==> src/cpuPkg.sv <==
package cpuPkg;

    localparam int DATA_W = 8;
    localparam int ADDR_W = 16;

    localparam logic [ADDR_W-1:0] RESET_VECTOR = 16'hFFFC; // Low byte, high byte at +1.

    localparam int NUMFLAGS = 10;

    // Bit positions in the control flag vector.
    localparam int PC_INC_FLAG          = 0;
    localparam int LOAD_OPCODE_FLAG     = 1;
    localparam int LOAD_ACC_FLAG        = 2;
    localparam int ADD_FLAG             = 3;
    localparam int SET_CARRY_FLAG       = 4;
    localparam int CLR_CARRY_FLAG       = 5;
    localparam int LATCH_ADL_FLAG       = 6;
    localparam int LATCH_ADH_FLAG       = 7; // Without PC_INC this is a jump.
    localparam int ADDR_FROM_LATCH_FLAG = 8;
    localparam int SET_WRITE_FLAG       = 9;

    typedef enum logic [7:0] {
        OP_LDA_IMM = 8'hA9,
        OP_ADC_IMM = 8'h69,
        OP_STA_ABS = 8'h8D,
        OP_JMP_ABS = 8'h4C,
        OP_CLC     = 8'h18,
        OP_SEC     = 8'h38,
        OP_NOP     = 8'hEA
    } opcodeT;

    typedef enum logic [1:0] {
        T_FETCH = 2'd0, // Opcode read at PC.
        T_OP1   = 2'd1, // Immediate, dummy or address-low read.
        T_OP2   = 2'd2, // Address-high read.
        T_EXEC  = 2'd3  // Store cycle.
    } cycleT;

endpackage
==> src/instructionLoader.sv <==
`timescale 1ns/10ps

module instructionLoader (
    input  logic                          clk,
    input  logic                          rst,
    input  logic [cpuPkg::NUMFLAGS-1:0]   flags,
    input  logic [cpuPkg::DATA_W-1:0]     externalDB,
    output logic [cpuPkg::DATA_W-1:0]     nextInstruction,
    output logic                          resetRunning,
    output logic                          resetStep
);
    import cpuPkg::*;

    // Opcode register.
    always_ff @(posedge clk) begin
        if (rst) begin
            nextInstruction <= OP_NOP;
        end else if (flags[LOAD_OPCODE_FLAG]) begin
            nextInstruction <= externalDB;
        end
    end

    // Two reads after reset, vector low then vector high.
    always_ff @(posedge clk) begin
        if (rst) begin
            resetRunning <= 1'b1;
            resetStep    <= 1'b0;
        end else if (resetRunning) begin
            if (resetStep) begin
                resetRunning <= 1'b0; // High byte read this cycle.
            end
            resetStep <= ~resetStep;
        end
    end

    // The sequencer must stay idle until the vector is in the PC.
    assert property (@(posedge clk) disable iff (rst)
        flags[LOAD_OPCODE_FLAG] |-> !resetRunning)
        else $error("Opcode loaded during the reset sequence");

endmodule

==> config.mk <==
export PLATFORM = sky130hd
export DESIGN_NAME = instructionLoader
export DESIGN_NICKNAME = d
export VERILOG_FILES = /design/src/cpuPkg.sv /design/src/instructionLoader.sv
export SDC_FILE = /design/constraint.sdc
export NUM_CORES = 1
export LEC_CHECK = 0
export ABC_CLOCK_PERIOD_IN_PS = 1920
export BUFFER_PORTS_ARGS = -buffer_cell sky130_fd_sc_hd__buf_2
export CAP_MARGIN = 20
export CORE_AREA = 8 8 45 47
export CTS_CLUSTER_DIAMETER = 200
export DETAILED_ROUTE_END_ITERATION = 12
export DIE_AREA = 0 0 53 55
export GPL_ROUTABILITY_DRIVEN = 0
export GPL_TIMING_DRIVEN = 0
export MAX_ROUTING_LAYER = met4
export SETUP_SLACK_MARGIN = 0.05
export SYNTH_ARGS = -nofsm -noshare
export SYNTH_HDL_FRONTEND = slang
export SYNTH_SLANG_ARGS = --single-unit
==> constraint.sdc <==
create_clock -name clk -period 1.92 [get_ports clk]
set_clock_uncertainty 0.1 [all_clocks]
set_input_delay 0.096 -clock clk [delete_from_list [all_inputs] [get_ports clk]]
set_output_delay 0.096 -clock clk [all_outputs]
set_load 0.02 [all_outputs]
==> metrics <==
run status completed; CTS H-tree lvls 1; Worst-Skew Late Latency 250 ps; placed instance area 480 sq um; Hold Crit Class input pin to flop; total placed cells including tap cells 67; fraction of post-synthesis cell area in the top cell type by area 54.8%; Synth Area in Adders 0%; Resized Gates After CTS 0; synthesized-area fraction occupied by xor and xnor cells 2.40%; first-pass GRT wire length 1.44 mm; starting density of the core 26.4%; Die Footprint 0.00292 sq mm; number of flip-flops and latches in the synthesized netlist 10; maximum number of pins on one net before global-route repair 11; GR Layer Usage met1 6.13%; crit end category flop; proportion of synthesized flip-flops having asynchronous set or reset 0%; M2 GR Usage 11.1%; buffer depth of the longest clock path 2; transition time of the tightest slew-check pin 193 ps; Slew Viols, Final 0; ranking of synthesized cells by area dfxtp_1, a211o_2, mux2i_1; startpoint of the most critical hold path rst; CTS Sinks 10; antenna diode count 0; number of enable-type register cells in the synthesized netlist 0; hold path cells 2; worst slew margin relative to its limit 87.1%; final hold vios 0; Critical Path Source Type input pin; total of buffers placed on input and output ports 19; final cell count without fillers 78; DR DRC count 0; Worst Reg2Reg Path Length in Cells 2; dominant synthesized flop cell dfxtp_1; number of nets with antenna violations after routing 0; time the final worst path needs with I/O delays and setup 1010 ps; total power density per cell area 831 mW/mm^2; row cnt 14; list of most frequent post-synthesis cells dfxtp_1, nor2_1, a211o_2, mux2i_1, nor2b_1; all-layer global routing usage 7.00%; Layout area overhead 59.6%; count of synthesis-stage warnings from yosys 0; count of mapped cells out of synthesis 32; core box area 0.00138 sq mm; iteration-0 DRC count of the detailed router 2; wire length per cell after detailed routing 11.7 um; GRT Residual Overflow 0; largest voltage drop on the vdd net 0.344 mV; layout cell share with drive strength beyond 1 46.8%; multiplexer share of the synthesized area 8.22%; setup repair after global routing missed its margin no; Setup-failing EPs final 0; Worst-path clk slew 60 ps; library cell with the largest summed area after synthesis dfxtp_1; Final Routed Wirelength 909 um; net count of the mapped netlist 52; share of the clock period used by the worst path after layout 52.7%; Worst Path Required 1970 ps; clock tree from TritonCTS done; Global Route met3 Usage 3.21%; main combinational cell family by area after synthesis compound AO/OA/AOI/OAI gates; top achievable clock speed 0.989 GHz; reg2reg start nextInstruction[7]$_SDFFE_PP1P_; setup TNS after final layout 0 ps; half-perimeter wire length of the detailed placement result 632 um; r2r setup slk 1040 ps; number of max-capacitance violations reported 0; proportion of synthesized chip area in sequential cells 54.8%; hold endpoint nextInstruction[4]$_SDFFE_PP0P_; post-detailed-route via-to-cell ratio 4.13; Netlist Area Pre-Place 365 sq um; via total after detailed routing 322; IO Pins 30; Crit Path Max Fanout 1; average cell area after synthesis 11.4 sq um; post-CTS setup buffer count 0; number of iterations in the first detailed-routing pass 2; area fraction in compound gates after synthesis 15.1%; final core occ 42.1%; Yosys cell types 12; clock root buffer master clkbuf_4; Crit path arrival time 1060 ps; Crit Reg-Reg Endpoint nextInstruction[7]$_SDFFE_PP1P_; net count of the finished layout 84; post-synthesis share of cell area spent on and, or, nand and nor gates 14.0%; antenna violations before repair 0; Die Y-Extent 55 um; worst setup path startpoint externalDB[7]; via count of the first global-routing pass 333; Inserted Clock Buffers 3; die width 53 um; Leak 0.280 nW; worst setup path category input pin to flop; most frequent cell after synthesis dfxtp_1; final design instance area without fill 583 sq um; most heavily used metal layer in global routing met2
-- where the power goes --
group / switching, W / internal (W) / leakage, nW
clock network: 0.0000642 / 0.0000720 / 0.0138
registers: 0.0000110 / 0.000227 / 0.0832
logic: 0.0000552 / 0.0000546 / 0.183
-- worst max-delay path, stage by stage --
cell and delay (ps):
dlygate4sd3_1 540, buf_2 120, a211o_2 310
-- cell type report --
type	instances	area, sq um
buffer	2	16.3
clock buffer	3	22.5
fill	135	801
tap	16	20.0
inverter	1	3.75
timing repair buffer	27	175
multi-input combinational	19	145
sequential	10	200
-- metrics by stage --
step	power [W]	hold slack (ps)	setup slack, ps
after floorplan	0.000305	118	960
after global placement	0.000339	207	1010
after detailed placement	0.000342	205	1010
after CTS	0.000497	39.2	905
after global routing	0.000517	57.0	864
final	0.000484	46.0	909
-- cell families (layout without fill, tap and decap cells) --
| logic type | count (synthesis) | in the layout |
|---|---|---|
| simple gates | 9 | 9 |
| flops | 10 | 10 |
| compound gates | 6 | 6 |
| buf+inv | 3 | 33 |
| mux | 3 | 3 |
| xor+xnor | 1 | 1 |
-- routing by layer --
metal	routed length [um]	vias up
met5	0	-
met4	6	0
met3	119	2
met2	449	10
met1	333	140
li1	-	170
-- repair_timing --
action | CTS | global route
hold buffers | 8 | 0
setup endpoints to repair | 0 | 0
hold endpoints to repair | 8 | 0
-- worst max-delay path by stage --
| stage | depth (start not counted) | to |
|---|---|---|
| 6_report | 3 | nextInstruction[7]$_SDFFE_PP1P_ |
| 5_1_grt | 1 | resetRunning |
| 4_1_cts | 1 | resetRunning |
| 3_5_place_dp | 3 | nextInstruction[5]$_SDFFE_PP1P_ |
| 3_3_place_gp | 3 | nextInstruction[5]$_SDFFE_PP1P_ |
| 2_1_floorplan | 2 | nextInstruction[5]$_SDFFE_PP1P_ |
-- placed cells by master (no fill, tap or decap) --
cell	n
a21o_1	1
dfxtp_1	10
nor2b_2	2
buf_6	1
clkbuf_4	3
xnor2_1	1
a211o_1	2
buf_2	20
mux2i_1	3
nor2b_1	3
nor2_1	4
a211o_2	3
inv_1	1
dlygate4sd3_1	8
-- state kept, by name, summed over array words and instances, names as in the netlist --
signal / count
nextInstruction: 8
resetRunning: 1
resetStep: 1
Power figures use the tool's default switching activity.
