## src/cpuPkg.sv

```systemverilog
package cpuPkg;

    localparam int DATA_W = 8;
    localparam int ADDR_W = 16;

    localparam logic [ADDR_W-1:0] RESET_VECTOR = 16'hFFFC; // Low byte, high byte at +1.

    localparam int NUMFLAGS = 10;

    // Bit positions in the control flag vector.
    localparam int PC_INC_FLAG          = 0;
    localparam int LOAD_OPCODE_FLAG     = 1;
    localparam int LOAD_ACC_FLAG        = 2;
    localparam int ADD_FLAG             = 3;
    localparam int SET_CARRY_FLAG       = 4;
    localparam int CLR_CARRY_FLAG       = 5;
    localparam int LATCH_ADL_FLAG       = 6;
    localparam int LATCH_ADH_FLAG       = 7; // Without PC_INC this is a jump.
    localparam int ADDR_FROM_LATCH_FLAG = 8;
    localparam int SET_WRITE_FLAG       = 9;

    typedef enum logic [7:0] {
        OP_LDA_IMM = 8'hA9,
        OP_ADC_IMM = 8'h69,
        OP_STA_ABS = 8'h8D,
        OP_JMP_ABS = 8'h4C,
        OP_CLC     = 8'h18,
        OP_SEC     = 8'h38,
        OP_NOP     = 8'hEA
    } opcodeT;

    typedef enum logic [1:0] {
        T_FETCH = 2'd0, // Opcode read at PC.
        T_OP1   = 2'd1, // Immediate, dummy or address-low read.
        T_OP2   = 2'd2, // Address-high read.
        T_EXEC  = 2'd3  // Store cycle.
    } cycleT;

endpackage
```

## src/internalDataflow.sv

```systemverilog
`timescale 1ns/10ps

module internalDataflow (
    input  logic                          clk,
    input  logic                          rst,
    input  logic [cpuPkg::NUMFLAGS-1:0]   flags,
    input  logic                          resetRunning,
    input  logic                          resetStep,
    input  logic [cpuPkg::DATA_W-1:0]     externalDBRead,
    output logic [cpuPkg::DATA_W-1:0]     externalDBWrite,
    output logic [cpuPkg::DATA_W-1:0]     externalAddressBusLowOutput,
    output logic [cpuPkg::DATA_W-1:0]     externalAddressBusHighOutput
);
    import cpuPkg::*;

    logic [ADDR_W-1:0] programCounter;
    logic [DATA_W-1:0] accumulator;
    logic              carryFlag;
    logic [DATA_W-1:0] addressLatchLow;
    logic [DATA_W-1:0] addressLatchHigh;

    logic [DATA_W-1:0] aluSum;
    logic              aluCarryOut;
    logic              jumpTaken;
    logic [ADDR_W-1:0] addressOut;

    // ALU, with its own carry path into the status bit.
    assign {aluCarryOut, aluSum} = {1'b0, accumulator}
                                 + {1'b0, externalDBRead}
                                 + {{DATA_W{1'b0}}, carryFlag};

    // High address byte read without a PC step is the JMP target cycle.
    assign jumpTaken = flags[LATCH_ADH_FLAG] & ~flags[PC_INC_FLAG];

    always_ff @(posedge clk) begin
        if (rst) begin
            programCounter <= '0;
        end else if (resetRunning) begin
            if (resetStep) begin
                programCounter[ADDR_W-1:DATA_W] <= externalDBRead;
            end else begin
                programCounter[DATA_W-1:0] <= externalDBRead;
            end
        end else if (jumpTaken) begin
            programCounter <= {externalDBRead, addressLatchLow}; // High byte straight off the bus.
        end else if (flags[PC_INC_FLAG]) begin
            programCounter <= programCounter + 16'd1;
        end
    end

    always_ff @(posedge clk) begin
        if (rst) begin
            accumulator <= '0;
        end else if (flags[LOAD_ACC_FLAG]) begin
            accumulator <= externalDBRead;
        end else if (flags[ADD_FLAG]) begin
            accumulator <= aluSum;
        end
    end

    // Only the carry bit of the status register exists.
    always_ff @(posedge clk) begin
        if (rst) begin
            carryFlag <= 1'b0;
        end else if (flags[ADD_FLAG]) begin
            carryFlag <= aluCarryOut;
        end else if (flags[SET_CARRY_FLAG]) begin
            carryFlag <= 1'b1;
        end else if (flags[CLR_CARRY_FLAG]) begin
            carryFlag <= 1'b0;
        end
    end

    // Operand address latch.
    always_ff @(posedge clk) begin
        if (flags[LATCH_ADL_FLAG]) begin
            addressLatchLow <= externalDBRead;
        end
        if (flags[LATCH_ADH_FLAG]) begin
            addressLatchHigh <= externalDBRead;
        end
    end

    always_comb begin
        if (resetRunning) begin
            addressOut = RESET_VECTOR | {{(ADDR_W-1){1'b0}}, resetStep};
        end else if (flags[ADDR_FROM_LATCH_FLAG]) begin
            addressOut = {addressLatchHigh, addressLatchLow};
        end else begin
            addressOut = programCounter;
        end
    end

    assign externalAddressBusLowOutput  = addressOut[DATA_W-1:0];
    assign externalAddressBusHighOutput = addressOut[ADDR_W-1:DATA_W];
    assign externalDBWrite              = accumulator; // STA is the only writer.

    assert property (@(posedge clk) disable iff (rst)
        !(flags[SET_CARRY_FLAG] && flags[CLR_CARRY_FLAG]))
        else $error("Carry set and cleared in the same cycle");

    // A store address needs both latch bytes written first.
    assert property (@(posedge clk) disable iff (rst || resetRunning)
        flags[ADDR_FROM_LATCH_FLAG] |-> $past(flags[LATCH_ADH_FLAG])
                                      && $past(flags[LATCH_ADL_FLAG], 2))
        else $error("Latched address used before it was loaded");

endmodule

```

## config.mk

```make
export PLATFORM = sky130hd
export DESIGN_NAME = internalDataflow
export DESIGN_NICKNAME = d
export VERILOG_FILES = /design/src/cpuPkg.sv /design/src/internalDataflow.sv
export SDC_FILE = /design/constraint.sdc
export NUM_CORES = 1
export LEC_CHECK = 0
export BUFFER_PORTS_ARGS = -buffer_cell sky130_fd_sc_hd__buf_2
export CAP_MARGIN = 20
export CORE_AREA = 2 2 114 83
export DETAILED_ROUTE_END_ITERATION = 16
export DIE_AREA = 0 0 116 85
export GPL_TIMING_DRIVEN = 0
export PLACE_DENSITY = 0.47
export SYNTH_ARGS = -nofsm -noshare
export SYNTH_HDL_FRONTEND = slang
export SYNTH_SLANG_ARGS = --single-unit
```

## constraint.sdc

```tcl
create_clock -name clk -period 3.5 [get_ports clk]
set_clock_uncertainty 0.2 [all_clocks]
set_input_delay 0.7 -clock clk [delete_from_list [all_inputs] [get_ports clk]]
set_output_delay 0.7 -clock clk [all_outputs]
set_load 0.005 [all_outputs]
```

==> results.md <==
* Result of the run: finished, final reports clean
* Total routing usage reported by global routing at 16.8%
* Overflow after GRT at 0
* Minimum clock period at 2680 ps
* Post-route fraction of the period consumed by the critical path at 76.6%
* Initial Util at 29.1%
* Final routed wire length divided by cell count at 16.8 µm
* Initial antenna violation count at 0
* Sequential share of the synthesized area at 38.3%
* Worst-Skew Late Latency at 280 ps
* Area overhead of the layout relative to synthesis at 20.2%
* Number of enable-type register cells in the synthesized netlist at 16
* Mean cell area of the mapped netlist at 8.67 µm²
* Total die area at 9860 µm²
* Start point of the critical path: flags[8]
* Layout Nets at 374
* Number of slew-limit violations in the final report at 0
* Ratio of cells with drive above 1 in the final layout at 19.5%
* Post CTS Setup Buffer Count at 0
* Worst min-delay path category: reg -> reg
* Number of hold buffers added after CTS at 0
* Height of the die at 85 µm
* Number of global-route vias before repair at 2187
* Synthesized Nets at 327
* Number of violations reported at the end of detailed-routing iteration 0 at 168
* Share of synthesized registers carrying an async set or reset at 0%
* Critical path start-end classification: in -> out
* Cell at the root of the clock tree: sky130_fd_sc_hd__clkbuf_16
* Die extent in x at 116 µm
* Post-detailed-route count of antenna-violating nets at 0
* Maximum VDD drop at 0.000184 V
* Post_cts resized at 0
* Number of rows created at floorplan at 29
* Synth Instances at 295
* Final core occ at 35.0%
* Final setup viols at 0
* Max_slew headroom at 58.3%
* Placed insts at 459
* Clock buffers created by TritonCTS at 5
* Number of flip-flops and latches in the synthesized netlist at 41
* Wire length of the first global-routing pass at 12.5 mm
* Maximum number of pins on one net before global-route repair at 16
* Total count of hold-check failures in the final report at 0
* Critical Path End Type: primary output
* Fraction of post-synthesis cell area in the top cell type by area at 19.6%
* TritonCTS sink count at 41
* Tot Pwr at 1.35 mW
* Setup repair after global routing missed its margin: no
* Detailed placement HPWL at 5.85 mm
* Synth cell count leaders: 34 x sky130_fd_sc_hd__nand2_1, 32 x sky130_fd_sc_hd__a21oi_1, 25 x sky130_fd_sc_hd__dfxtp_1, 22 x sky130_fd_sc_hd__nor2_1, 18 x sky130_fd_sc_hd__mux2i_1
* Critical-path maximum fanout at 10
* Number of port buffers at 40
* Synthesis Warnings at 0
* Cell area power density at 439 nW/µm²
* Sum of routed wire length over all layers at 7.86 mm
* Vias per inst at 4.94
* Area inside the core boundary at 8780 µm²
* Maximum level of the CTS H-tree at 2
* Max_cap viols at 0
* Clk buf depth at 2
* Most common cell in the synthesized netlist: sky130_fd_sc_hd__nand2_1
* Global placement routability congestion at 0.924
* Clock tree from TritonCTS: yes
* Top cell type by total area after synthesis: sky130_fd_sc_hd__dfxtp_1
* Transition time at the pin with the least slew margin at 626 ps
* Top_reg_cell synth: sky130_fd_sc_hd__dfxtp_1
* Clock transition time at the flip-flop clock pins of the worst setup and hold paths at 60 ps
* Worst hold margin at 290 ps
* Residual DRC at 0
* Number of vias in the routed layout at 2309
* Critical path data required time at 2600 ps
* Source of the worst register-to-register timing path: externalDBWrite[0]
* Setup total negative slack at 0 ps
* Library cells used by synthesis at 53
* Post-synthesis cell area at 2560 µm²
* Standby leakage power at 1.21 nW
* Crit path launch type: input port
* Min-Delay Startpoint: programCounter[13]
* Ant. Diodes at 0
* Leading post-synthesis cells by cell area: sky130_fd_sc_hd__dfxtp_1 20%, sky130_fd_sc_hd__edfxtp_1 19%, sky130_fd_sc_hd__mux2i_1 7.0%
* Final Instance Count excl. Fillers at 467
* IO Pins at 46
* Data arrival at the endpoint of the critical path at 1780 ps
* Max frequency at 0.373 GHz
* Length of the first detailed-routing pass in iterations at 4
==> stage by stage <==
stage / cell area, µm² / worst slack (ps)
finish: 3080 / 818
global route: 3080 / 681
CTS: 3080 / 776
detailed placement: 2910 / 759
global placement: 2910 / 718
floorplan: 2560 / 1120
==> sequential cells by signal, summed over array words and instances (netlist names) <==
name,count
externalDBWrite,8
addressLatchLow,8
programCounter,16
carryFlag,1
addressLatchHigh,8
==> cell type report <==
type / instances / area, µm²
clock inverter: 2 / 33.8
tap: 124 / 155
buffer: 16 / 70.1
sequential: 41 / 981
multi-input combinational: 228 / 1470
inverter: 10 / 37.5
timing repair buffer: 40 / 200
clock buffer: 6 / 129
fill: 959 / 5700
==> power breakdown <==
part	internal, mW	switching, mW	total (mW)	leakage [nW]
Clock	0.334	0.181	0.515	0.0785
Combinational	0.113	0.150	0.263	0.767
Sequential	0.537	0.0347	0.572	0.363
Total	0.984	0.366	1.35	1.21
==> cells in the final DEF, fill, tap and decap left out, types with 7 or more instances in the layout <==
cell	n
sky130_fd_sc_hd__buf_2	48
sky130_fd_sc_hd__nand2_1	34
sky130_fd_sc_hd__a21oi_1	32
sky130_fd_sc_hd__dfxtp_1	25
sky130_fd_sc_hd__nor2_1	22
sky130_fd_sc_hd__mux2i_1	18
sky130_fd_sc_hd__edfxtp_1	16
sky130_fd_sc_hd__o21ai_0	14
sky130_fd_sc_hd__nand3_1	10
sky130_fd_sc_hd__inv_1	9
sky130_fd_sc_hd__ha_1	8
sky130_fd_sc_hd__o211ai_1	7
sky130_fd_sc_hd__clkbuf_1	7
==> path summary, 6_finish.rpt <==
kind / endpoint / slack [ps] / cells past startpoint
worst max-delay path: externalAddressBusHighOutput[6] / 820 / 5
worst min-delay path: programCounter[13] / 290 / 2
worst max register to register: externalDBWrite[6] / 1340 / 8
worst min register to register: programCounter[13] / 290 / 2
==> layer usage <==
layer	routed length (µm)	up-vias	share of wire [%]	global-route usage [%]
met2	3230	61	41	23.6
met5	0	-	0	0
met4	37	0	0.47	3.14
met3	475	4	6.0	3.21
met1	4120	1066	52	26.5
li1	-	1178	-	-
==> worst max-delay path: stages <==
cell and delay [ps]:
sky130_fd_sc_hd__buf_2 310, sky130_fd_sc_hd__buf_2 340, sky130_fd_sc_hd__mux2i_1 220, sky130_fd_sc_hd__nand2_1 70
sky130_fd_sc_hd__buf_2 150
==> cells by family after synthesis <==
kind of cell | Yosys count | synth area share [%]
AND/OR/NAND/NOR | 106 | 21.1
AO/OA/AOI/OAI | 87 | 21.4
flip-flops | 41 | 38.3
buffers and inverters | 26 | 4.21
multiplexers | 18 | 7.04
adder cells (fa/ha/maj) | 10 | 5.48
XOR/XNOR | 7 | 2.40
Power figures use the tool's default switching activity.
