**config.mk**
```make
export PLATFORM = sky130hd
export DESIGN_NAME = sequencer
export DESIGN_NICKNAME = d
export VERILOG_FILES = /design/src/cpuPkg.sv /design/src/sequencer.sv
export SDC_FILE = /design/constraint.sdc
export NUM_CORES = 1
export LEC_CHECK = 0
export BUFFER_PORTS_ARGS = -buffer_cell sky130_fd_sc_hd__buf_4
export CORE_AREA = 2 2 39 41
export CTS_CLUSTER_DIAMETER = 40
export CTS_CLUSTER_SIZE = 40
export DETAILED_ROUTE_END_ITERATION = 16
export DIE_AREA = 0 0 41 43
export PLACE_DENSITY = 0.54
export SLEW_MARGIN = 40
export SYNTH_ARGS = -nofsm -noshare
export SYNTH_HDL_FRONTEND = slang
export SYNTH_SLANG_ARGS = --single-unit
```
**constraint.sdc**
```tcl
create_clock -name clk -period 1.2 [get_ports clk]
set_input_delay 0.12 -clock clk [delete_from_list [all_inputs] [get_ports clk]]
set_output_delay 0.12 -clock clk [all_outputs]
set_load 0.01 [all_outputs]
```
**src/cpuPkg.sv**
```systemverilog
package cpuPkg;

    localparam int DATA_W = 8;
    localparam int ADDR_W = 16;

    localparam logic [ADDR_W-1:0] RESET_VECTOR = 16'hFFFC; // Low byte, high byte at +1.

    localparam int NUMFLAGS = 10;

    // Bit positions in the control flag vector.
    localparam int PC_INC_FLAG          = 0;
    localparam int LOAD_OPCODE_FLAG     = 1;
    localparam int LOAD_ACC_FLAG        = 2;
    localparam int ADD_FLAG             = 3;
    localparam int SET_CARRY_FLAG       = 4;
    localparam int CLR_CARRY_FLAG       = 5;
    localparam int LATCH_ADL_FLAG       = 6;
    localparam int LATCH_ADH_FLAG       = 7; // Without PC_INC this is a jump.
    localparam int ADDR_FROM_LATCH_FLAG = 8;
    localparam int SET_WRITE_FLAG       = 9;

    typedef enum logic [7:0] {
        OP_LDA_IMM = 8'hA9,
        OP_ADC_IMM = 8'h69,
        OP_STA_ABS = 8'h8D,
        OP_JMP_ABS = 8'h4C,
        OP_CLC     = 8'h18,
        OP_SEC     = 8'h38,
        OP_NOP     = 8'hEA
    } opcodeT;

    typedef enum logic [1:0] {
        T_FETCH = 2'd0, // Opcode read at PC.
        T_OP1   = 2'd1, // Immediate, dummy or address-low read.
        T_OP2   = 2'd2, // Address-high read.
        T_EXEC  = 2'd3  // Store cycle.
    } cycleT;

endpackage
```
**src/sequencer.sv**
```systemverilog
`timescale 1ns/10ps

module sequencer (
    input  logic                          clk,
    input  logic                          rst,
    input  logic                          resetRunning,
    input  logic [cpuPkg::DATA_W-1:0]     opcode,
    output logic [cpuPkg::NUMFLAGS-1:0]   outflags
);
    import cpuPkg::*;

    cycleT  state;
    cycleT  stateNext;
    opcodeT op;

    assign op = opcodeT'(opcode);

    always_ff @(posedge clk) begin
        if (rst) begin
            state <= T_FETCH;
        end else begin
            state <= stateNext;
        end
    end

    always_comb begin
        outflags  = '0;
        stateNext = T_FETCH;
        if (!resetRunning) begin
            case (state)
                T_FETCH: begin
                    outflags[PC_INC_FLAG]      = 1'b1;
                    outflags[LOAD_OPCODE_FLAG] = 1'b1;
                    stateNext                  = T_OP1;
                end
                T_OP1: begin
                    case (op)
                        OP_LDA_IMM: begin
                            outflags[PC_INC_FLAG]   = 1'b1;
                            outflags[LOAD_ACC_FLAG] = 1'b1;
                        end
                        OP_ADC_IMM: begin
                            outflags[PC_INC_FLAG] = 1'b1;
                            outflags[ADD_FLAG]    = 1'b1;
                        end
                        OP_CLC: begin
                            outflags[CLR_CARRY_FLAG] = 1'b1; // Dummy read, PC holds.
                        end
                        OP_SEC: begin
                            outflags[SET_CARRY_FLAG] = 1'b1;
                        end
                        OP_STA_ABS, OP_JMP_ABS: begin
                            outflags[PC_INC_FLAG]    = 1'b1;
                            outflags[LATCH_ADL_FLAG] = 1'b1;
                            stateNext                = T_OP2;
                        end
                        default: begin
                            stateNext = T_FETCH; // NOP and anything unknown.
                        end
                    endcase
                end
                T_OP2: begin
                    case (op)
                        OP_STA_ABS: begin
                            outflags[PC_INC_FLAG]    = 1'b1;
                            outflags[LATCH_ADH_FLAG] = 1'b1;
                            stateNext                = T_EXEC;
                        end
                        OP_JMP_ABS: begin
                            outflags[LATCH_ADH_FLAG] = 1'b1; // PC takes the target.
                        end
                        default: begin
                            stateNext = T_FETCH;
                        end
                    endcase
                end
                T_EXEC: begin
                    if (op == OP_STA_ABS) begin
                        outflags[ADDR_FROM_LATCH_FLAG] = 1'b1;
                        outflags[SET_WRITE_FLAG]       = 1'b1;
                    end
                end
                default: begin
                    stateNext = T_FETCH;
                end
            endcase
        end
    end

    // Writes only at the end of a full STA sequence.
    assert property (@(posedge clk) disable iff (rst || resetRunning)
        outflags[SET_WRITE_FLAG] |-> $past(op, 2) == OP_STA_ABS)
        else $error("Write outside the STA store cycle");

endmodule

```
==> qor.yml, run 1 <==
gp_congestion: 0.652
grt_pass1_vias: 396
vias: 410
synth-compound-area-share: 0.179
crit_family: "simple AND/OR/NAND/NOR gates"
num_io_pins: 21
wl_met2_um: 520
violations: "setup timing"
cts_tree: "yes"
synth_adder_area_share: 0
ys_seq_area_frac: 0.133
max_freq_mhz: 690
synth-seq-cells: 2
critical_path_class: "reg -> out"
status: "complete, but fails checks"
vdd_ir_drop_max_uv: 172
yosys_warnings: 0
hold_violations: 0
largest_registers: "state x2"
wl_met3_um: 67
fin_crit_ns: 1.45
wl_per_cell_um: 11.7
combPwrFrac: 0.346
synthMuxAreaShare: 0
crit_fanout: 3
top_layer_used: "met3"
cp-start-kind: "flip-flop"
wirelength_mm: 1.02
max-cap-violations: 0
report.final.slew_viol_count: 0
register_area_sq_um: 47.5
die_area_sq_um: 1760
post_dp_cell_area_sq_um: 591
syn-cell-area_sq_um: 300
dr.pass1.iters: 2
relSlewSlack: 0.773
start_util: 0.217
synth_top_cells_by_area: "dfxtp_1 (13%), nor3b_1 (10%), a2111oi_4 (9.2%), nor4b_4 (7.9%), nor4_1 (6.3%)"
placed_cells: 82
stdcell_area_sq_um: 683
overflow: 0
required_ns: 1.08
netlist.top_cell.by_area: "dfxtp_1"
leakage_uw: 0.000293
synth_top_area_share: 0.133
cts_sinks: 2
power.switching_uw: 102
antenna_found_initial: 0
crit_chain: "nand2b_4, nor4b_4, nand2_2, nor3b_2, buf_4"
holdCritPathClass: "in -> reg"
switching_share: 0.278
rsz0062_at_grt: "yes"
dp_hpwl_um: 776
finalPower_uw: 367
antenna_cells: 0
drtIter0Drc: 4
worst_pin_slew_ns: 0.339
syn_to_final_growth_pct: 127
clkPwrFrac: 0.470
multi_input_area_sq_um: 312
path_clk_slew_ns: 0.04
p_per_area_nw_per_um2: 538
cts_max_level: 1
viasPerCell: 4.71
synth_nets: 45
drt_drc_violations_left: 0
endpoint_kind: "primary output"
regMostFlops: "state"
layout-drive-gt1-share: 0.761
final_util: 0.494
core_sq_um: 1380
final.setup.tns_ns: -1.16
num_rows: 14
grt_max_degree: 8
grt_pass1_wl_mm: 1.63
io_buffers: 20
seq_power_share: 0.184
setup_violations: 9
crit_arrival_ns: 1.33
nets: 83
fin_crit_sh: 1.21
crit_buf_inv: 1
synthSimpleGateAreaFrac: 0.621
dieWidth_um: 41
fin_cells: 87
syn_inst: 34
nFillCells: 142
netlist-cell-type-count: 22
antenna_left: 0
largest_reg_flops: 2
clk_latency_ns: 0.23
cp_slowest_cell: "dfxtp_4"
cts_buffers: 3
wl_met1_um: 429
die_h_um: 43
cpPeakStageDelay_ns: 0.35
fin_skew_ns: 0.00392
syn_avg_cell_area_sq_um: 8.83
cts_max_path_buffers: 2
root_buffer: "clkbuf_4"
synth-xor-area-share: 0.0292
cts_hold_buffers: 0
synth_top_family_by_area: "simple AND/OR/NAND/NOR gates"
intPower_uw: 265
fin_ws_ns: -0.249
track_usage: 0.135
==> final cells by class <==
| type | count | share of cell area |
|---|---|---|
| clock buffer | 4 | 0.0385 |
| inverter | 1 | 0.00549 |
| multi-input combinational | 30 | 0.456 |
| sequential | 2 | 0.0696 |
| tap | 16 | 0.0293 |
| timing repair buffer | 34 | 0.401 |
==> worst paths after layout <==
| path | end | slack, ns | depth (start not counted) | from |
|---|---|---|---|---|
| worst min register to register | state[0] | 0.63 | 2 | state[0] |
| worst max register to register | state[0] | 0.16 | 4 | state[1] |
| worst min-delay path | state[0] | 0.06 | 2 | rst |
| worst max-delay path | outflags[3] | -0.25 | 5 | state[0] |
==> cells in the final DEF (no fill, tap or decap), types with 2 or more instances in the layout <==
cell type  netlist  layout
buf_4            1      30
nor2_1           4       3
clkbuf_4         0       3
buf_6            0       3
nor3b_1          4       2
nor4b_4          1       2
nor4_1           3       2
nor3b_2          0       2
dfxtp_4          0       2
==> cells in the mapped netlist, drive strengths merged <==
master   count
nand2        2
and3         2
nor4         3
a2111oi      1
buf          1
dfxtp        2
nor2         4
and3b        1
a31oi        1
nand2b       2
nor3         2
nand4        1
nor4b        2
o211ai       1
inv          1
nand4b       1
and4bb       1
nor3b        4
o21a         1
xor2         1
==> power by group through the flow <==
stage	registers [uW]	clock network, uW	logic [uW]
6_report	67.6	173	127
5_1_grt	67.6	189	136
4_1_cts	67.6	180	125
3_5_place_dp	71.0	0	116
3_3_place_gp	70.9	0	114
2_1_floorplan	73.8	0	36.2
==> layer usage <==
metal | global-route usage | vias to the layer above
li1 | - | 209
met1 | 0.178 | 183
met2 | 0.200 | 18
met3 | 0 | 0
met4 | 0.100 | 0
met5 | 0 | -
==> repair_timing <==
item | in CTS | in global routing
gates cloned | 0 | 0
setup endpoints to repair | 9 | 10
pin swaps | 9 | 3
setup buffers | 1 | 0
resized for setup | 11 | 4
==> stage by stage <==
step / setup slack, ns / hold slack, ns
final: -0.249 / 0.0586
after global routing: -0.338 / 0.0505
after CTS: -0.264 / 0.0517
after detailed placement: -0.210 / 0.292
after global placement: -0.159 / 0.290
after floorplan: -0.0288 / 0.187
==> cell families (layout without fill, tap and decap cells) <==
family,after synthesis,after routing
AO/OA/AOI/OAI,4,4
XOR/XNOR,1,1
buffers and inverters,2,39
flip-flops,2,2
AND/OR/NAND/NOR,25,25
No activity file was read; power rests on OpenSTA's default activity.
==> run 2, diff against run 1 <==
--- a/constraint.sdc
+++ b/constraint.sdc
@@ -3,2 +3,2 @@
 set_output_delay 0.12 -clock clk [all_outputs]
-set_load 0.01 [all_outputs]
+set_load 0.05 [all_outputs]
==> qor.yml, run 2 (synthesis gave the netlist of run 1 again) <==
status: "complete, but fails checks"
violations: "setup timing"
rsz0062_at_grt: "yes"
fin_ws_ns: -0.361  # -0.112 ns
reg2reg_from: "state[1]"
largest_registers: "state x2"
path_clk_slew_ns: 0.03  # about the same
antenna_cells: 0  # unchanged
viasPerCell: 4.80  # +1.8%
switching_share: 0.300  # +0.0224
endpoint_kind: "primary output"
combPwrFrac: 0.407  # +0.061
setup_violations: 9  # unchanged
layout_commonest_cell: "buf_4"
fin_crit_sh: 1.30  # +0.0933
cts_max_level: 1  # unchanged
seq_power_share: 0.187  # +0.003
cp_slowest_cell: "dfxtp_4"
required_ns: 1.08  # about the same
grt_pass1_vias: 392  # -1.0%
largest_reg_flops: 2  # unchanged
stdcell_area_sq_um: 786  # +15%
relSlewSlack: 0.715  # -0.0578
syn_to_final_growth_pct: 162
fin_skew_ns: 0.00176  # -0.00216 ns
cts_max_path_buffers: 2  # unchanged
num_rows: 14  # unchanged
nFillCells: 129  # -9.2%
cts_sinks: 2  # unchanged
fin_crit_ns: 1.56  # +0.112 ns
cp-startpoint: "state[0]"
min_path_cells: 2  # unchanged
layout-drive-gt1-share: 0.833  # +0.0728
antenna_found_initial: 0  # unchanged
die_h_um: 43  # unchanged
root_buffer: "clkbuf_4"
vdd_ir_drop_max_uv: 503  # +190%
register_area_sq_um: 47.5  # unchanged
power.switching_uw: 109  # +6.8%
holdCritPathClass: "in -> reg"
nets: 85  # +2.4%
dr.pass1.iters: 1  # -1
io_buffers: 20  # unchanged
cpPeakStageDelay_ns: 0.34  # about the same
holdCritStartpoint: "rst"
core_sq_um: 1380  # unchanged
cts_hold_buffers: 0  # unchanged
p_per_area_nw_per_um2: 462  # -14%
overflow: 0  # unchanged
post_dp_cell_area_sq_um: 661  # +12%
start_util: 0.217  # unchanged
drtIter0Drc: 0  # -4
drt_drc_violations_left: 0  # unchanged
gp_congestion: 0.670  # +2.7%
clkPwrFrac: 0.407  # -0.063
r2r_cells: 5  # +1
leakage_uw: 0.000324  # +11%
crit_fanout: 2  # -1
cts_tree: "yes"
grt_pass1_wl_mm: 1.53  # -6.0%
clk_latency_ns: 0.22  # about the same
crit_arrival_ns: 1.44  # +0.11 ns
antenna_left: 0  # unchanged
grt_max_degree: 8  # unchanged
regMostFlops: "state"
vias: 422  # +2.9%
wl_per_cell_um: 11.4  # -2.4%
hold_violations: 0  # unchanged
worst_pin_slew_ns: 0.423  # +0.0843 ns
layout_common_cells: "buf_4 (19), buf_6 (15), clkbuf_4 (3)"
wirelength_mm: 1.01  # -1.3%
finalPower_uw: 363  # -1.1%
die_area_sq_um: 1760  # unchanged
fin_cells: 88  # +1.1%
multi_input_area_sq_um: 348  # +12%
cts_buffers: 3  # unchanged
num_io_pins: 21  # unchanged
max-cap-violations: 0  # unchanged
placed_cells: 84  # +2.4%
dp_hpwl_um: 809  # +4.2%
cp-start-kind: "flip-flop"
critical_path_class: "reg -> out"
crit_chain: "nand2b_4, nor4b_4, nand2_2, nor3b_4, buf_6"
report.final.slew_viol_count: 0  # unchanged
max_freq_mhz: 641  # -7.2%
track_usage: 0.127  # -0.00801
intPower_uw: 254  # -4.2%
dieWidth_um: 41  # unchanged
## run 2: critical path, delay by kind of cell, from the launching register on
family / cells / cell delay [ns]
buffers and inverters: 1 / 0.18
DFF: 1 / 0.34
and+or+nand+nor: 4 / 0.68
## run 2: worst paths after layout
kind | to | slack, ns
min reg2reg | state[0] | 0.63
max | outflags[2] | -0.36
min | state[0] | 0.06
max reg2reg | state[0] | 0.07
## run 2: final cells by class
class / count / area share
multi-input combinational: 30 / 0.443
tap: 16 / 0.0255
timing repair buffer: 36 / 0.435
inverter: 1 / 0.00796
clock buffer: 3 / 0.0287
sequential: 2 / 0.0605
## run 2: metal layers
metal	global-route usage	vias up	share of wire
met5	0	-	0
met4	0	0	0
met3	0.0785	0	0.075
met2	0.203	17	0.55
met1	0.150	192	0.38
li1	-	213	-
## run 2: repair_timing
item | CTS | global route
setup buffers | 3 | 2
resized for setup | 18 | 8
endpoints found under the hold margin | 0 | 0
pin swaps | 8 | 5
endpoints found under the setup margin | 10 | 11
## run 2: through the flow
stage           util  worst slack (ns)  hold slack [ns]  setup TNS, ns
2_1_floorplan      -            -0.350            0.187          -1.82
5_1_grt        0.568            -0.454           0.0481          -2.93
3_5_place_dp   0.477            -0.257            0.290          -1.54
4_1_cts        0.554            -0.385           0.0479          -2.32
6_report       0.568            -0.361           0.0578          -2.22
3_3_place_gp   0.477            -0.230            0.285          -1.36
## run 2: power groups by stage
stage	sequential [uW]	clock (uW)	combinational, uW
after global routing	68.0	165	158
after floorplan	72.9	0	54.4
after global placement	68.6	0	136
final	67.8	148	148
after CTS	67.8	159	144
after detailed placement	68.6	0	137
==> run 3, diff against run 2 <==
BUFFER_PORTS_ARGS = -buffer_cell sky130_fd_sc_hd__buf_2   (was -buffer_cell sky130_fd_sc_hd__buf_4)
==> qor.yml, run 3 (synthesis gave the netlist of run 1 again) <==
violations: "setup timing"
vdd_ir_drop_max_uv: 487  # -3.2%
rsz0062_at_grt: "yes"
fin_ws_ns: -0.382  # -0.0206 ns
wl_met1_um: 427  # +13%
cp-startpoint: "state[0]"
critical_path_class: "reg -> out"
finalPower_uw: 371  # +2.2%
wl_per_cell_um: 12.2  # +6.8%
cts_sinks: 2  # unchanged
nets: 91  # +7.1%
leakage_uw: 0.000350  # +7.8%
p_per_area_nw_per_um2: 450  # -2.5%
cts_tree: "yes"
required_ns: 1.08  # about the same
setup_violations: 10  # +1
die_area_sq_um: 1760  # unchanged
holdWs_ns: 0.0676  # +0.00976 ns
crit_arrival_ns: 1.46  # +0.02 ns
syn_to_final_growth_pct: 174
start_util: 0.217  # unchanged
wirelength_mm: 1.15  # +14%
holdCritPathClass: "in -> reg"
fin_skew_ns: 0.00136  # -0.000399 ns
antenna_cells: 0  # unchanged
regMostFlops: "state"
post_dp_cell_area_sq_um: 618  # -6.4%
grt_pass1_vias: 449  # +15%
gp_congestion: 0.667  # -0.43%
clk_latency_ns: 0.22  # about the same
cts_buffers: 3  # unchanged
path_clk_slew_ns: 0.03  # about the same
relSlewSlack: 0.669  # -0.0468
cts_max_level: 1  # unchanged
register_area_sq_um: 47.5  # unchanged
hold_violations: 0  # unchanged
stdcell_area_sq_um: 823  # +4.8%
drt_drc_violations_left: 0  # unchanged
antenna_left: 0  # unchanged
status: "complete, but fails checks"
core_sq_um: 1380  # unchanged
largest_registers: "state x2"
wl_met2_um: 653  # +19%
viasPerCell: 4.86  # +1.4%
layout-drive-gt1-share: 0.859  # +0.0256
num_io_pins: 21  # unchanged
cts_hold_buffers: 0  # unchanged
fin_crit_sh: 1.32  # +0.0171
track_usage: 0.155  # +0.0282
num_rows: 14  # unchanged
fin_cells: 94  # +6.8%
largest_reg_flops: 2  # unchanged
crit_fanout: 5  # +3
grt_max_degree: 8  # unchanged
layout_commonest_cell: "buf_4"
worst_pin_slew_ns: 0.493  # +0.0696 ns
drtIter0Drc: 0  # unchanged
wl_met3_um: 65  # -13%
placed_cells: 85  # +1.2%
grt_pass1_wl_mm: 1.93  # +26%
endpoint_kind: "primary output"
root_buffer: "clkbuf_4"
die_h_um: 43  # unchanged
fin_crit_ns: 1.58  # +0.0206 ns
top_layer_used: "met3"
io_buffers: 20  # unchanged
vias: 457  # +8.3%
dieWidth_um: 41  # unchanged
dr.pass1.iters: 1  # unchanged
nFillCells: 118  # -8.5%
report.final.slew_viol_count: 0  # unchanged
antenna_found_initial: 0  # unchanged
layout_common_cells: "buf_4 (18), buf_6 (12), buf_2 (8)"
overflow: 0  # unchanged
cts_max_path_buffers: 2  # unchanged
reg2reg_from: "state[1]"
multi_input_area_sq_um: 359  # +3.2%
max_freq_mhz: 632  # -1.3%
max-cap-violations: 0  # unchanged
dp_hpwl_um: 896  # +11%
holdCritStartpoint: "rst"
cp-start-kind: "flip-flop"
[run 3: where the power goes]
part	total, uW	internal [uW]	switching [uW]
logic	161	85.7	75.3
clock network	142	110	32.1
registers	68.1	66.0	2.08
total	371	261	109
[run 3: routing by layer]
layer,GRT usage,up-vias
li1,-,224
met1,0.169,214
met2,0.278,19
met3,0.0681,0
met4,0,0
met5,0,-
[run 3: worst paths after layout]
kind                            slack, ns  depth (start not counted)     endpoint
worst max-delay path                -0.38                          5  outflags[0]
worst min-delay path                 0.07                          2     state[0]
worst max register to register       0.06                          6     state[1]
worst min register to register       0.76                          4     state[0]
[run 3: worst max-delay path: stages (launching register included)]
cell and delay [ns]:
dfxtp_4 0.34, buf_4 0.13, buf_8 0.12, and3_4 0.17, a2111oi_4 0.28, buf_6 0.20
[run 3: what timing repair did]
item / CTS / global route
buffers inserted: 4 / 9
endpoints found under the setup margin: 10 / 11
gates resized for setup: 30 / 10
pin swaps: 7 / 9
[run 3: area by class of cell]
class,instances,area share
Clock buffer,3,0.0274
Inverter,1,0.00456
Sequential cell,2,0.0578
Tap cell,16,0.0243
Multi-Input combinational cell,30,0.436
Timing Repair Buffer,42,0.450
[run 3: metrics by stage]
stage	TNS, ns	setup WS [ns]	utilization
2_1_floorplan	-1.82	-0.350	-
4_1_cts	-2.49	-0.390	0.551
5_1_grt	-3.29	-0.436	0.595
6_report	-2.60	-0.382	0.595
3_5_place_dp	-1.98	-0.304	0.447
3_3_place_gp	-1.85	-0.289	0.447
